<file path="src/source/ddr3_app_pkg.sv">
package ddr3_app_pkg;

    // ******************************
    // memory user interface widths
    // ******************************

    // rank bit, burst index, column bits
    localparam int app_addr_w = 27;

    // column bits below the burst index, always zero
    localparam int app_col_w  = 3;

    // one burst of 8 x 16-bit words
    localparam int app_data_w = 128;

    localparam int app_cmd_w  = 3;

    // ******************************
    // user interface types
    // ******************************

    // command address as seen by the memory
    typedef logic [app_addr_w-1:0] app_addr_t;

    // one full burst of write or read data
    typedef logic [app_data_w-1:0] app_data_t;

    // command code on app_cmd
    typedef logic [app_cmd_w-1:0]  app_cmd_t;

    // ******************************
    // command codes
    // ******************************

    localparam app_cmd_t app_cmd_write = 3'b000;
    localparam app_cmd_t app_cmd_read  = 3'b001;

endpackage

</file>
<file path="src/source/ddr3_ctrl_pkg.sv">
package ddr3_ctrl_pkg;

    // ******************************
    // burst addressing
    // ******************************

    // index of a 128-bit burst in memory
    localparam int burst_idx_w = 23;

    // number of bursts in one readout
    localparam int burst_cnt_w = 24;

    typedef logic [burst_idx_w-1:0] burst_idx_t;

    typedef logic [burst_cnt_w-1:0] burst_cnt_t;

    // ******************************
    // command arbiter states
    // ******************************

    // idle waits for a request
    // write and read hold the grant until app_rdy
    typedef enum logic [1:0] {
        arb_idle,
        arb_write,
        arb_read
    } arb_state_t;

endpackage

</file>
<file path="src/source/app_req_if.sv">
interface app_req_if
    import ddr3_ctrl_pkg::*;
();

    // write request from the acquisition side
    burst_idx_t wr_addr;
    logic       wr_en;
    // high in the cycle the write command is taken
    logic       wr_rdy;

    // read request from the readout side
    burst_idx_t rd_addr;
    logic       rd_en;
    // high in the cycle the read command is taken
    logic       rd_rdy;

    // write controller side
    modport wr (
        output wr_addr,
        output wr_en,
        input  wr_rdy
    );

    // read controller side
    modport rd (
        output rd_addr,
        output rd_en,
        input  rd_rdy
    );

    // arbiter side, sees both requests
    modport arb (
        input  wr_addr,
        input  wr_en,
        input  rd_addr,
        input  rd_en,
        output wr_rdy,
        output rd_rdy
    );

endinterface

</file>
<file path="src/source/ddr3_wr_control.sv">
module ddr3_wr_control
    import ddr3_ctrl_pkg::*;
(
    input  logic      ddr3_domain_clk,
    input  logic      rst_n,
    input  logic      acq_enabled,
    input  logic      acq_done,
    input  logic      ddr3_wr_fifo_empty,
    input  logic      app_wdf_rdy,
    output logic      ddr3_wr_fifo_rd_en,
    output logic      app_wdf_wren,
    output logic      app_wdf_end,
    output logic      ddr3_wr_done,
    app_req_if.wr     req
);

    // next burst to be written
    burst_idx_t wr_idx;

    // a word is in flight
    logic busy;
    // command side already taken
    logic cmd_ok;
    // data side already taken
    logic dat_ok;
    // FIFO pop cycle
    logic pop;
    // settle cycle after the pop, empty not trusted yet
    logic gap;

    logic cmd_acc;
    logic dat_acc;
    logic both_done;
    logic start;

    // handshakes of this cycle
    assign cmd_acc   = req.wr_en && req.wr_rdy;
    assign dat_acc   = app_wdf_wren && app_wdf_rdy;

    // both halves of the word are done by the end of this cycle
    assign both_done = busy && (cmd_ok || cmd_acc) && (dat_ok || dat_acc);

    // new word on the FIFO head
    assign start     = acq_enabled && !ddr3_wr_fifo_empty && !busy && !pop && !gap;

    // one beat per burst
    assign app_wdf_end        = app_wdf_wren;
    assign ddr3_wr_fifo_rd_en = pop;
    assign req.wr_addr        = wr_idx;

    // ******************************
    // word sequencing
    // ******************************
    always_ff @(posedge ddr3_domain_clk) begin
        if (!rst_n) begin
            busy         <= 1'b0;
            cmd_ok       <= 1'b0;
            dat_ok       <= 1'b0;
            pop          <= 1'b0;
            gap          <= 1'b0;
            req.wr_en    <= 1'b0;
            app_wdf_wren <= 1'b0;
            wr_idx       <= '0;
        end else begin
            pop <= both_done;
            gap <= pop;
            if (start) begin
                // command and data go up together
                busy         <= 1'b1;
                cmd_ok       <= 1'b0;
                dat_ok       <= 1'b0;
                req.wr_en    <= 1'b1;
                app_wdf_wren <= 1'b1;
            end else begin
                // each side drops on its own acceptance
                if (cmd_acc) begin
                    req.wr_en <= 1'b0;
                    cmd_ok    <= 1'b1;
                end
                if (dat_acc) begin
                    app_wdf_wren <= 1'b0;
                    dat_ok       <= 1'b1;
                end
                if (both_done) begin
                    busy <= 1'b0;
                end
            end
            // next burst, or back to 0 between acquisitions
            if (both_done) begin
                wr_idx <= wr_idx + 1'b1;
            end else if (!acq_enabled && !busy) begin
                wr_idx <= '0;
            end
        end
    end

    // ******************************
    // write done flag
    // ******************************
    always_ff @(posedge ddr3_domain_clk) begin
        if (!rst_n) begin
            ddr3_wr_done <= 1'b0;
        end else if (!acq_enabled) begin
            ddr3_wr_done <= 1'b0;
        end else if (acq_done && ddr3_wr_fifo_empty && !busy && !pop) begin
            // acquisition over and nothing left to drain
            ddr3_wr_done <= 1'b1;
        end
    end

endmodule

</file>
<file path="src/source/ddr3_rd_control.sv">
module ddr3_rd_control
    import ddr3_ctrl_pkg::*;
(
    input  logic       ddr3_domain_clk,
    input  logic       rst_n,
    input  logic       acq_enabled,
    input  logic       enable_reading,
    input  burst_idx_t ddr3_rd_start_addr,
    input  burst_cnt_t ddr3_rd_burst_cnt,
    input  logic       ddr3_rd_fifo_almost_full,
    app_req_if.rd      req
);

    // next burst to read
    burst_idx_t rd_idx;
    // read commands still to issue
    burst_cnt_t rd_left;

    logic rd_acc;
    logic rd_raise;

    assign rd_acc   = req.rd_en && req.rd_rdy;

    // new request only in readout mode with room downstream
    assign rd_raise = !acq_enabled && !req.rd_en && (rd_left != '0) &&
                      !ddr3_rd_fifo_almost_full;

    assign req.rd_addr = rd_idx;

    // ******************************
    // address and count
    // ******************************
    always_ff @(posedge ddr3_domain_clk) begin
        if (!rst_n) begin
            rd_idx  <= '0;
            rd_left <= '0;
        end else if (enable_reading) begin
            // load a new readout
            rd_idx  <= ddr3_rd_start_addr;
            rd_left <= ddr3_rd_burst_cnt;
        end else if (rd_acc) begin
            rd_idx  <= rd_idx + 1'b1;
            rd_left <= rd_left - 1'b1;
        end
    end

    // ******************************
    // request line
    // ******************************
    always_ff @(posedge ddr3_domain_clk) begin
        if (!rst_n) begin
            req.rd_en <= 1'b0;
        end else if (rd_acc) begin
            // taken, drop for at least one cycle
            req.rd_en <= 1'b0;
        end else if (rd_raise) begin
            // almost_full only blocks a new request
            // one already raised stays up
            req.rd_en <= 1'b1;
        end
    end

endmodule

</file>
<file path="src/source/ddr3_cmd_arbiter.sv">
module ddr3_cmd_arbiter
    import ddr3_app_pkg::*;
    import ddr3_ctrl_pkg::*;
(
    input  logic      ddr3_domain_clk,
    input  logic      rst_n,
    input  logic      app_rdy,
    output app_addr_t app_addr,
    output app_cmd_t  app_cmd,
    output logic      app_en,
    app_req_if.arb    req
);

    arb_state_t state;

    // burst index to memory address
    function automatic app_addr_t burst_to_addr(input burst_idx_t idx);
        // rank 0, column bits zero
        return {1'b0, idx, {app_col_w{1'b0}}};
    endfunction

    // command port busy whenever a grant is held
    assign app_en = (state != arb_idle);

    // acceptance goes back to the granted requester only
    assign req.wr_rdy = (state == arb_write) && app_en && app_rdy;
    assign req.rd_rdy = (state == arb_read) && app_en && app_rdy;

    // ******************************
    // grant FSM
    // ******************************
    always_ff @(posedge ddr3_domain_clk) begin
        if (!rst_n) begin
            state <= arb_idle;
        end else begin
            case (state)
                arb_idle: begin
                    // write first, acquisition must not stall
                    if (req.wr_en) begin
                        state <= arb_write;
                    end else if (req.rd_en) begin
                        state <= arb_read;
                    end
                end
                arb_write, arb_read: begin
                    // hold until the memory takes it
                    if (app_rdy) begin
                        state <= arb_idle;
                    end
                end
                default: begin
                    state <= arb_idle;
                end
            endcase
        end
    end

    // command and address captured with the grant
    always_ff @(posedge ddr3_domain_clk) begin
        if (state == arb_idle) begin
            if (req.wr_en) begin
                app_cmd  <= app_cmd_write;
                app_addr <= burst_to_addr(req.wr_addr);
            end else if (req.rd_en) begin
                app_cmd  <= app_cmd_read;
                app_addr <= burst_to_addr(req.rd_addr);
            end
        end
    end

endmodule

</file>
<file path="src/source/ddr3_rd_return.sv">
module ddr3_rd_return
    import ddr3_app_pkg::*;
    import ddr3_ctrl_pkg::*;
(
    input  logic       ddr3_domain_clk,
    input  logic       rst_n,
    input  logic       enable_reading,
    input  burst_cnt_t ddr3_rd_burst_cnt,
    input  app_data_t  app_rd_data,
    input  logic       app_rd_data_valid,
    output logic       ddr3_rd_fifo_wr_en,
    output app_data_t  ddr3_rd_fifo_input_dat,
    output logic       ddr3_rd_fifo_input_tlast,
    output logic       reading_done
);

    // beats still expected from the memory
    burst_cnt_t beats_left;

    // ******************************
    // beat counting and flags
    // ******************************
    always_ff @(posedge ddr3_domain_clk) begin
        if (!rst_n) begin
            beats_left               <= '0;
            ddr3_rd_fifo_wr_en       <= 1'b0;
            ddr3_rd_fifo_input_tlast <= 1'b0;
            reading_done             <= 1'b0;
        end else begin
            ddr3_rd_fifo_wr_en       <= app_rd_data_valid;
            // last beat of the latched count
            ddr3_rd_fifo_input_tlast <= app_rd_data_valid && (beats_left == 1);
            if (enable_reading) begin
                beats_left <= ddr3_rd_burst_cnt;
            end else if (app_rd_data_valid && (beats_left != '0)) begin
                beats_left <= beats_left - 1'b1;
            end
            // done after the tlast beat, until the next readout
            if (enable_reading) begin
                reading_done <= 1'b0;
            end else if (ddr3_rd_fifo_wr_en && ddr3_rd_fifo_input_tlast) begin
                reading_done <= 1'b1;
            end
        end
    end

    // data follows valid by one cycle
    always_ff @(posedge ddr3_domain_clk) begin
        ddr3_rd_fifo_input_dat <= app_rd_data;
    end

endmodule

</file>
<file path="src/source/ddr3_intf.sv">
module ddr3_intf
    import ddr3_app_pkg::*;
    import ddr3_ctrl_pkg::*;
(
    input  logic       ddr3_domain_clk,
    input  logic       rst_n,
    // acquisition side
    input  logic       acq_enabled,
    input  logic       acq_done,
    input  logic       ddr3_wr_fifo_empty,
    input  app_data_t  ddr3_wr_fifo_dat,
    output logic       ddr3_wr_fifo_rd_en,
    output logic       ddr3_wr_done,
    // readout control
    input  burst_idx_t ddr3_rd_start_addr,
    input  burst_cnt_t ddr3_rd_burst_cnt,
    input  logic       enable_reading,
    output logic       reading_done,
    // read FIFO
    input  logic       ddr3_rd_fifo_almost_full,
    output logic       ddr3_rd_fifo_wr_en,
    output app_data_t  ddr3_rd_fifo_input_dat,
    output logic       ddr3_rd_fifo_input_tlast,
    // memory user interface
    input  logic       app_rdy,
    input  logic       app_wdf_rdy,
    input  app_data_t  app_rd_data,
    input  logic       app_rd_data_valid,
    output app_addr_t  app_addr,
    output app_cmd_t   app_cmd,
    output logic       app_en,
    output app_data_t  app_wdf_data,
    output logic       app_wdf_wren,
    output logic       app_wdf_end
);

    // requests from both controllers to the arbiter
    app_req_if req_bus ();

    // FIFO head goes straight to the write data port
    assign app_wdf_data = ddr3_wr_fifo_dat;

    // ******************************
    // request generation
    // ******************************

    // acquisition words into consecutive bursts
    ddr3_wr_control u_wr_control (
        .ddr3_domain_clk    (ddr3_domain_clk),
        .rst_n              (rst_n),
        .acq_enabled        (acq_enabled),
        .acq_done           (acq_done),
        .ddr3_wr_fifo_empty (ddr3_wr_fifo_empty),
        .app_wdf_rdy        (app_wdf_rdy),
        .ddr3_wr_fifo_rd_en (ddr3_wr_fifo_rd_en),
        .app_wdf_wren       (app_wdf_wren),
        .app_wdf_end        (app_wdf_end),
        .ddr3_wr_done       (ddr3_wr_done),
        .req                (req_bus.wr)
    );

    // readout commands with back-pressure
    ddr3_rd_control u_rd_control (
        .ddr3_domain_clk          (ddr3_domain_clk),
        .rst_n                    (rst_n),
        .acq_enabled              (acq_enabled),
        .enable_reading           (enable_reading),
        .ddr3_rd_start_addr       (ddr3_rd_start_addr),
        .ddr3_rd_burst_cnt        (ddr3_rd_burst_cnt),
        .ddr3_rd_fifo_almost_full (ddr3_rd_fifo_almost_full),
        .req                      (req_bus.rd)
    );

    // ******************************
    // command issue
    // ******************************
    ddr3_cmd_arbiter u_cmd_arbiter (
        .ddr3_domain_clk (ddr3_domain_clk),
        .rst_n           (rst_n),
        .app_rdy         (app_rdy),
        .app_addr        (app_addr),
        .app_cmd         (app_cmd),
        .app_en          (app_en),
        .req             (req_bus.arb)
    );

    // ******************************
    // read return
    // ******************************
    ddr3_rd_return u_rd_return (
        .ddr3_domain_clk          (ddr3_domain_clk),
        .rst_n                    (rst_n),
        .enable_reading           (enable_reading),
        .ddr3_rd_burst_cnt        (ddr3_rd_burst_cnt),
        .app_rd_data              (app_rd_data),
        .app_rd_data_valid        (app_rd_data_valid),
        .ddr3_rd_fifo_wr_en       (ddr3_rd_fifo_wr_en),
        .ddr3_rd_fifo_input_dat   (ddr3_rd_fifo_input_dat),
        .ddr3_rd_fifo_input_tlast (ddr3_rd_fifo_input_tlast),
        .reading_done             (reading_done)
    );

endmodule

</file>
<file path="config.mk">
export PLATFORM = sky130hd
export DESIGN_NAME = ddr3_intf
export DESIGN_NICKNAME = d
export VERILOG_FILES = /design/src/source/ddr3_app_pkg.sv /design/src/source/ddr3_ctrl_pkg.sv /design/src/source/app_req_if.sv /design/src/source/ddr3_wr_control.sv /design/src/source/ddr3_rd_control.sv /design/src/source/ddr3_cmd_arbiter.sv /design/src/source/ddr3_rd_return.sv /design/src/source/ddr3_intf.sv
export SDC_FILE = /design/constraint.sdc
export NUM_CORES = 1
export LEC_CHECK = 0
export BUFFER_PORTS_ARGS = -buffer_cell sky130_fd_sc_hd__buf_2
export CAP_MARGIN = 40
export CORE_AREA = 4 4 232 234
export DETAILED_ROUTE_END_ITERATION = 8
export DIE_AREA = 0 0 236 238
export SYNTH_ARGS = -nofsm -noshare
export SYNTH_HDL_FRONTEND = slang
export SYNTH_HIERARCHICAL = 1
export SYNTH_SLANG_ARGS = --single-unit
</file>
<file path="constraint.sdc">
create_clock -name ddr3_domain_clk -period 2.3 [get_ports ddr3_domain_clk]
set_input_delay 0.345 -clock ddr3_domain_clk [delete_from_list [all_inputs] [get_ports ddr3_domain_clk]]
set_output_delay 0.345 -clock ddr3_domain_clk [all_outputs]
set_load 0.005 [all_outputs]
</file>
[Yosys cells after proc, flatten, opt, wreduce, memory -nomap -nowiden]
Cells that the tools add are included.
Word-level totals
  bits in registers: 260
  input bits: 313
  output and inout port bits: 294
Cells by class
  reduce and logical (&&, ||, !) cells: 50
  add/subtract/negate cells: 4
  eq/ne operators: 5
  mux-type cells: 21
  bitwise logic cells: 1
Operators with widths (count)
  $mux W24: 4
  $mux W23: 4
  $mux W26: 2
  $reduce_bool A24 Y1: 2
  $sub A24 B1 Y24 const B: 2
  $add A23 B1 Y23 const B: 2
  $eq A24 B1 Y1 const B: 1
  $logic_and A1 B1 Y1: 23
  $reduce_bool A2 Y1: 8
  $reduce_or A2 Y1: 4
  $logic_not A1 Y1: 7
  $mux W1: 7
  $mux W2: 3
  $reduce_and A2 Y1: 3
  $pmux W2 S2: 1
  $ne A3 B3 Y1 const B: 1
  $eq A2 B1 Y1 const B: 1
  $eq A2 B2 Y1 const B: 1
  $logic_not A2 Y1: 1
  $logic_or A1 B1 Y1: 2
  $ne A2 B2 Y1 const B: 1
  $not A1 Y1: 1

[Longest topological paths before layout]
  depth in word-level cells: 9
  gate-level depth with buffers: 9
  gate-level depth less buffers: 8

[Hierarchy]
The synthesis kept the hierarchy.
Modules (own cells, without submodules)
  ddr3_rd_return: cells each 323, area each 4142.7 um2, instances 1
  ddr3_rd_control: cells each 330, area each 2726.4 um2, instances 1
  ddr3_wr_control: cells each 169, area each 1485.2 um2, instances 1
  ddr3_cmd_arbiter: cells each 80, area each 1226.2 um2, instances 1
  ddr3_intf: cells each 128, area each 960.9 um2, instances 1

[Least setup slack after synthesis]
No wires, ideal clock.
  path type: reg-to-reg
  start: register u_rd_return.beats_left[4]
  end: register u_rd_return.beats_left[20]
  setup slack: -0.044 ns
  required time: 2.178 ns
  arrival time: 2.222 ns
  cell stages (with the launch flop): 8
  path through: dfxtp_1 or4_4 or4_1 buf_4 o21ai_4 buf_6 nor4_1 o311a_1
On the way
  word-level cells in the longest chain between the ends: 3
RTL lines
  start, declared: RTL line ddr3_rd_return.sv:18  | burst_cnt_t beats_left;
  start signal, assigned: RTL line ddr3_rd_return.sv:34  | beats_left <= ddr3_rd_burst_cnt;
  start signal, assigned: RTL line ddr3_rd_return.sv:36  | beats_left <= beats_left - 1'b1;
  $sub A24 B1 Y24 or $reduce_bool A24 Y1 (tied branches): RTL line ddr3_rd_return.sv:36, ddr3_rd_return.sv:35
  $mux W24 or $logic_and A1 B1 Y1 (tied branches): RTL line ddr3_rd_return.sv:35  | end else if (app_rd_data_valid && (beats_left != '0)) begin
  $mux W24 or $reduce_bool A2 Y1 (tied branches)
Several ways; a longest one is shown, not always the timed one. The select of a mux whose other input is x is not followed.
A chain may end at the register's enable or synchronous reset.

[Final worst setup path]
  start: register u_cmd_arbiter.state[0]
  end: register u_rd_control.rd_idx[17] (netlist: u_rd_control/req.rd_addr[17])
On the way
  word-level cells in the longest chain between the ends: 5
RTL lines
  start, declared: RTL line ddr3_cmd_arbiter.sv:14  | arb_state_t state;
  start signal, assigned: RTL line ddr3_cmd_arbiter.sv:34  | state <= arb_idle;
  start signal, assigned: RTL line ddr3_cmd_arbiter.sv:40  | state <= arb_write;
  start signal, assigned: RTL line ddr3_cmd_arbiter.sv:42  | state <= arb_read;
  $eq A2 B2 Y1 or $reduce_bool A2 Y1 (tied branches): RTL line ddr3_cmd_arbiter.sv:27, ddr3_cmd_arbiter.sv:23
  $logic_and A1 B1 Y1 (*) (2 in a row): RTL line ddr3_cmd_arbiter.sv:27  | assign req.rd_rdy = (state == arb_read) && app_en && app_rdy;
  net req_bus.rd_rdy: RTL line app_req_if.sv:15  | logic rd_rdy;
  $logic_and A1 B1 Y1 (*): RTL line ddr3_rd_control.sv:22  | assign rd_acc = req.rd_en && req.rd_rdy;
  $reduce_bool A2 Y1 (no source line) (*)
  end signal, assigned: RTL line ddr3_rd_control.sv:39  | rd_idx <= ddr3_rd_start_addr;
  end signal, assigned: RTL line ddr3_rd_control.sv:42  | rd_idx <= rd_idx + 1'b1;
  end, declared: RTL line ddr3_rd_control.sv:15  | burst_idx_t rd_idx;
The timed path passes the listed nets; every way through them passes the cells marked *.

==> results.json <==
{
  "p_switching_w": 0.00264,
  "share_seq_of_total_power_pct": 46.2,
  "synth-edff-count": 24,
  "power.share.switching_pct": 24.3,
  "finish.net_count": 1724,
  "clock_path_buffers": 3,
  "cts_inserted_buffers": 28,
  "finClkSkew_ns": 0.0103,
  "drv.max_cap_violation_count": 0,
  "clock_latency_ns": 0.54,
  "numPortBuffers": 344,
  "hold_path.class": "in2reg",
  "initial_core_util_pct": 20.3,
  "power.density_cell_area_nw_per_um2": 745,
  "track_usage_pct": 11.3,
  "critical_path_class": "reg2reg",
  "critPathCaptureType": "flop",
  "antennaDiodeCount": 0,
  "cellLeakagePower_nw": 6.07,
  "clk_pwr_share_pct": 42.2,
  "worst-endpoint-arrival_ns": 2.74,
  "cts.clk_slew.worst_paths_ns": 0.06,
  "postSynth.topFlopCell": "sky130_fd_sc_hd__dfxtp_1",
  "max_freq_mhz": 439,
  "cts_tree": "done",
  "worstSetupStartpointType": "flop",
  "synth_area_per_cell_um2": 10.2,
  "floorplan.rows": 84,
  "drv_slew": 0,
  "finalWirelength_um": 35200,
  "synth_warnings": 6,
  "dp.final_hpwl_um": 24900,
  "grt_first_pass_wirelength_um": 50900,
  "maxSlewHeadroom_pct": 66.7,
  "clock-sinks": 260,
  "synthDistinctLibCells": 73,
  "ys_seq_elements": 260,
  "min_period_over_period_pct": 99.1,
  "p_int_w": 0.00824,
  "crit_path_max_fanout": 6,
  "drive_above_1_share_pct": 35.2,
  "number_of_antenna_violations_at_the_first_check_in_global_routing": 1,
  "die-area_um2": 56200,
  "n_fill_cell": 5453,
  "area_growth_from_synthesis_to_layout_pct": 38.4,
  "ctsHtreeMaxLevel": 1,
  "run_status": "finished, final reports clean",
  "tns_ns": 0,
  "fin_worst_hold_slack_ns": 0.0502,
  "routedWlPerCell_um": 16.7,
  "grt_setup_unrepaired": "yes",
  "final_hold_viol_count": 0,
  "syn-cell-area_um2": 10500,
  "finalWorstSetupSlack_ns": 0.0208,
  "worstPathRequired_ns": 2.77,
  "gpl.final_weighted_congestion": 0.845,
  "dpl-instance-area_um2": 12200,
  "clock_tree.root_cell": "sky130_fd_sc_hd__clkbuf_16",
  "route.antenna.remaining_nets": 0,
  "routed_via_density": 4.28,
  "design.core.area_um2": 52000,
  "globalRouteOverflowTotal": 0,
  "worst_slew_pin_slew_ns": 0.496,
  "layout.cell_area.non_filler_um2": 14600,
  "floorplan.io_pins": 607,
  "drt_first_pass_iters": 5,
  "pwr-share-comb_pct": 11.6,
  "asyncSetResetFlopFracSynth_pct": 0,
  "synth-seq-area-share_pct": 51.7,
  "die_width_um": 236,
  "ir_worst_vdd_mv": 0.620,
  "vias": 9028,
  "mapped_cells": 1030,
  "remaining_drc_errors": 0,
  "grt_pass1_vias": 8883,
  "drtIter0Drc": 563,
  "finalSetupViolCount": 0,
  "timing.final.crit_period_ns": 2.28,
  "power.total_w": 0.0109,
  "fp.dieH_um": 238,
  "grt_max_degree": 73,
  "place_worst_setup_slack_ns": 0.0200
}
-- worst max-delay path: stages, from the launching register on --
cell and delay [ns]:
sky130_fd_sc_hd__dfxtp_1 0.32, sky130_fd_sc_hd__inv_2 0.07, sky130_fd_sc_hd__ha_1 0.14, sky130_fd_sc_hd__and2_4 0.14, sky130_fd_sc_hd__nand4_1 0.18, sky130_fd_sc_hd__or4_4 0.63
sky130_fd_sc_hd__or4_1 0.55, sky130_fd_sc_hd__a31oi_1 0.19
-- final timing paths --
| kind | cells past startpoint | slack [ns] | from | end |
|---|---|---|---|---|
| max | 7 | 0.02 | u_cmd_arbiter/state[0]$_SDFFE_PN0P_ | u_rd_control/req.rd_addr[17]$_SDFFE_PN0P_ |
| max reg2reg | 7 | 0.02 | u_cmd_arbiter/state[0]$_SDFFE_PN0P_ | u_rd_control/req.rd_addr[17]$_SDFFE_PN0P_ |
| min reg2reg | 2 | 0.47 | u_rd_return/reading_done$_SDFFE_PP0P_ | u_rd_return/reading_done$_SDFFE_PP0P_ |
| min | 2 | 0.05 | ddr3_rd_burst_cnt[5] | u_rd_control/rd_left[5]$_SDFFE_PN0P_ |
-- power by group through the flow --
stage	logic, W	registers, W	clock network, W
floorplan	0.000672	0.00511	0
global placement	0.00103	0.00511	0
detailed placement	0.00105	0.00511	0
CTS	0.00123	0.00501	0.00475
global route	0.00138	0.00505	0.00493
finish	0.00126	0.00502	0.00459
-- metrics by stage --
stage          cells  util [%]
6_report        2110      28.1
3_3_place_gp    1917      23.4
5_1_grt         2110      28.1
2_1_floorplan   1035         -
3_5_place_dp    1917      23.4
4_1_cts         2097      27.7
-- cell usage in the layout (no fill, tap or decap), drive strengths merged, types with 29 or more instances in the layout --
cell | synthesis | routed
nand3 | 35 | 35
dlygate4sd3 | 0 | 128
clkbuf | 31 | 37
dfxtp | 236 | 236
or4 | 29 | 31
buf | 150 | 386
o21ai | 77 | 77
a21oi | 29 | 29
nand2 | 47 | 47
a31oi | 32 | 32
-- registers in the layout, summed over array words and instances, names as in the netlist --
| name | count |
|---|---|
| u_rd_return/ddr3_rd_fifo_input_dat | 128 |
| u_rd_control/req.rd_addr | 23 |
| u_rd_control/req.rd_en | 1 |
| u_wr_control/req.wr_en | 1 |
| u_wr_control/ddr3_wr_done | 1 |
| u_cmd_arbiter/app_cmd | 1 |
| u_wr_control/ddr3_wr_fifo_rd_en | 1 |
| u_rd_return/ddr3_rd_fifo_input_tlast | 1 |
| u_rd_return/reading_done | 1 |
| u_cmd_arbiter/app_addr | 23 |
| u_wr_control/app_wdf_end | 1 |
| u_cmd_arbiter/state | 2 |
| u_wr_control/gap | 1 |
| u_wr_control/req.wr_addr | 23 |
| u_rd_return/ddr3_rd_fifo_wr_en | 1 |
| u_wr_control/busy | 1 |
| u_wr_control/cmd_ok | 1 |
| u_rd_control/rd_left | 24 |
| u_rd_return/beats_left | 24 |
| u_wr_control/dat_ok | 1 |
-- per-layer routing --
metal	vias up	track usage, %	share of wire (%)
met4	0	3.31	2.8
met5	-	0	0
met1	4208	13.9	40
met3	85	3.21	7.6
li1	4337	-	-
met2	398	19.2	49
-- synth_stat cells (3+ instances only) --
cell / count / area, µm²
sky130_fd_sc_hd__dfxtp_1: 236 / 4720
sky130_fd_sc_hd__buf_4: 138 / 1040
sky130_fd_sc_hd__o21ai_0: 72 / 360
sky130_fd_sc_hd__nand2_1: 46 / 173
sky130_fd_sc_hd__nand3_1: 34 / 170
sky130_fd_sc_hd__a31oi_1: 32 / 200
sky130_fd_sc_hd__clkbuf_1: 31 / 116
sky130_fd_sc_hd__a21oi_1: 29 / 145
sky130_fd_sc_hd__or4_1: 25 / 188
sky130_fd_sc_hd__edfxtp_1: 24 / 721
sky130_fd_sc_hd__nor2_1: 24 / 90.1
sky130_fd_sc_hd__mux2_2: 23 / 259
sky130_fd_sc_hd__o31ai_1: 22 / 165
sky130_fd_sc_hd__nand4_1: 21 / 131
sky130_fd_sc_hd__nor3_1: 20 / 100
sky130_fd_sc_hd__or3_1: 18 / 113
sky130_fd_sc_hd__inv_1: 17 / 63.8
sky130_fd_sc_hd__xnor2_1: 17 / 149
sky130_fd_sc_hd__nand2b_1: 15 / 93.8
sky130_fd_sc_hd__nor4_1: 12 / 75.1
sky130_fd_sc_hd__ha_1: 11 / 138
sky130_fd_sc_hd__o211ai_1: 11 / 82.6
sky130_fd_sc_hd__nor2b_1: 10 / 62.6
sky130_fd_sc_hd__o211a_1: 10 / 100
sky130_fd_sc_hd__xor2_1: 10 / 87.6
sky130_fd_sc_hd__and2_1: 9 / 56.3
sky130_fd_sc_hd__and3_1: 8 / 50.1
sky130_fd_sc_hd__buf_2: 8 / 40.0
sky130_fd_sc_hd__or2_2: 7 / 43.8
sky130_fd_sc_hd__o21a_1: 6 / 45.0
sky130_fd_sc_hd__and4_1: 5 / 43.8
sky130_fd_sc_hd__mux2i_1: 4 / 40.0
sky130_fd_sc_hd__nand4b_1: 4 / 35.0
sky130_fd_sc_hd__o21ai_1: 4 / 20.0
sky130_fd_sc_hd__o311a_1: 4 / 40.0
sky130_fd_sc_hd__o311ai_0: 4 / 35.0
sky130_fd_sc_hd__o41ai_1: 4 / 35.0
sky130_fd_sc_hd__or4_4: 4 / 45.0
sky130_fd_sc_hd__buf_6: 3 / 33.8
sky130_fd_sc_hd__nor3b_1: 3 / 22.5
sky130_fd_sc_hd__o31a_1: 3 / 26.3
sky130_fd_sc_hd__or3_2: 3 / 22.5
-- cells by family after synthesis --
| kind of cell | share of synthesized area (%) |
|---|---|
| compound gates | 13.2 |
| xor+xnor | 2.24 |
| fa+ha+maj | 1.31 |
| buf+inv | 12.3 |
| flops | 51.7 |
| mux | 2.84 |
| other cells | 0.0356 |
| simple gates | 16.4 |
-- area by class of cell --
type	count	area [µm²]	share of cell area, %
well taps	688	861	5.90
inverters	19	71.3	0.489
clock buffers	37	776	5.32
multi-input cells	577	3910	26.8
flip-flops and latches	260	5450	37.3
repair buffers	514	3360	23.0
clock inverters	15	171	1.17
-- what timing repair did --
| action | in CTS | in global routing |
|---|---|---|
| resized for setup | 0 | 20 |
| setup buffers | 0 | 11 |
| hold buffers | 128 | 0 |
| endpoints found under the setup margin | 0 | 24 |
| endpoints found under the hold margin | 128 | 0 |
Power figures use the tool's default switching activity.
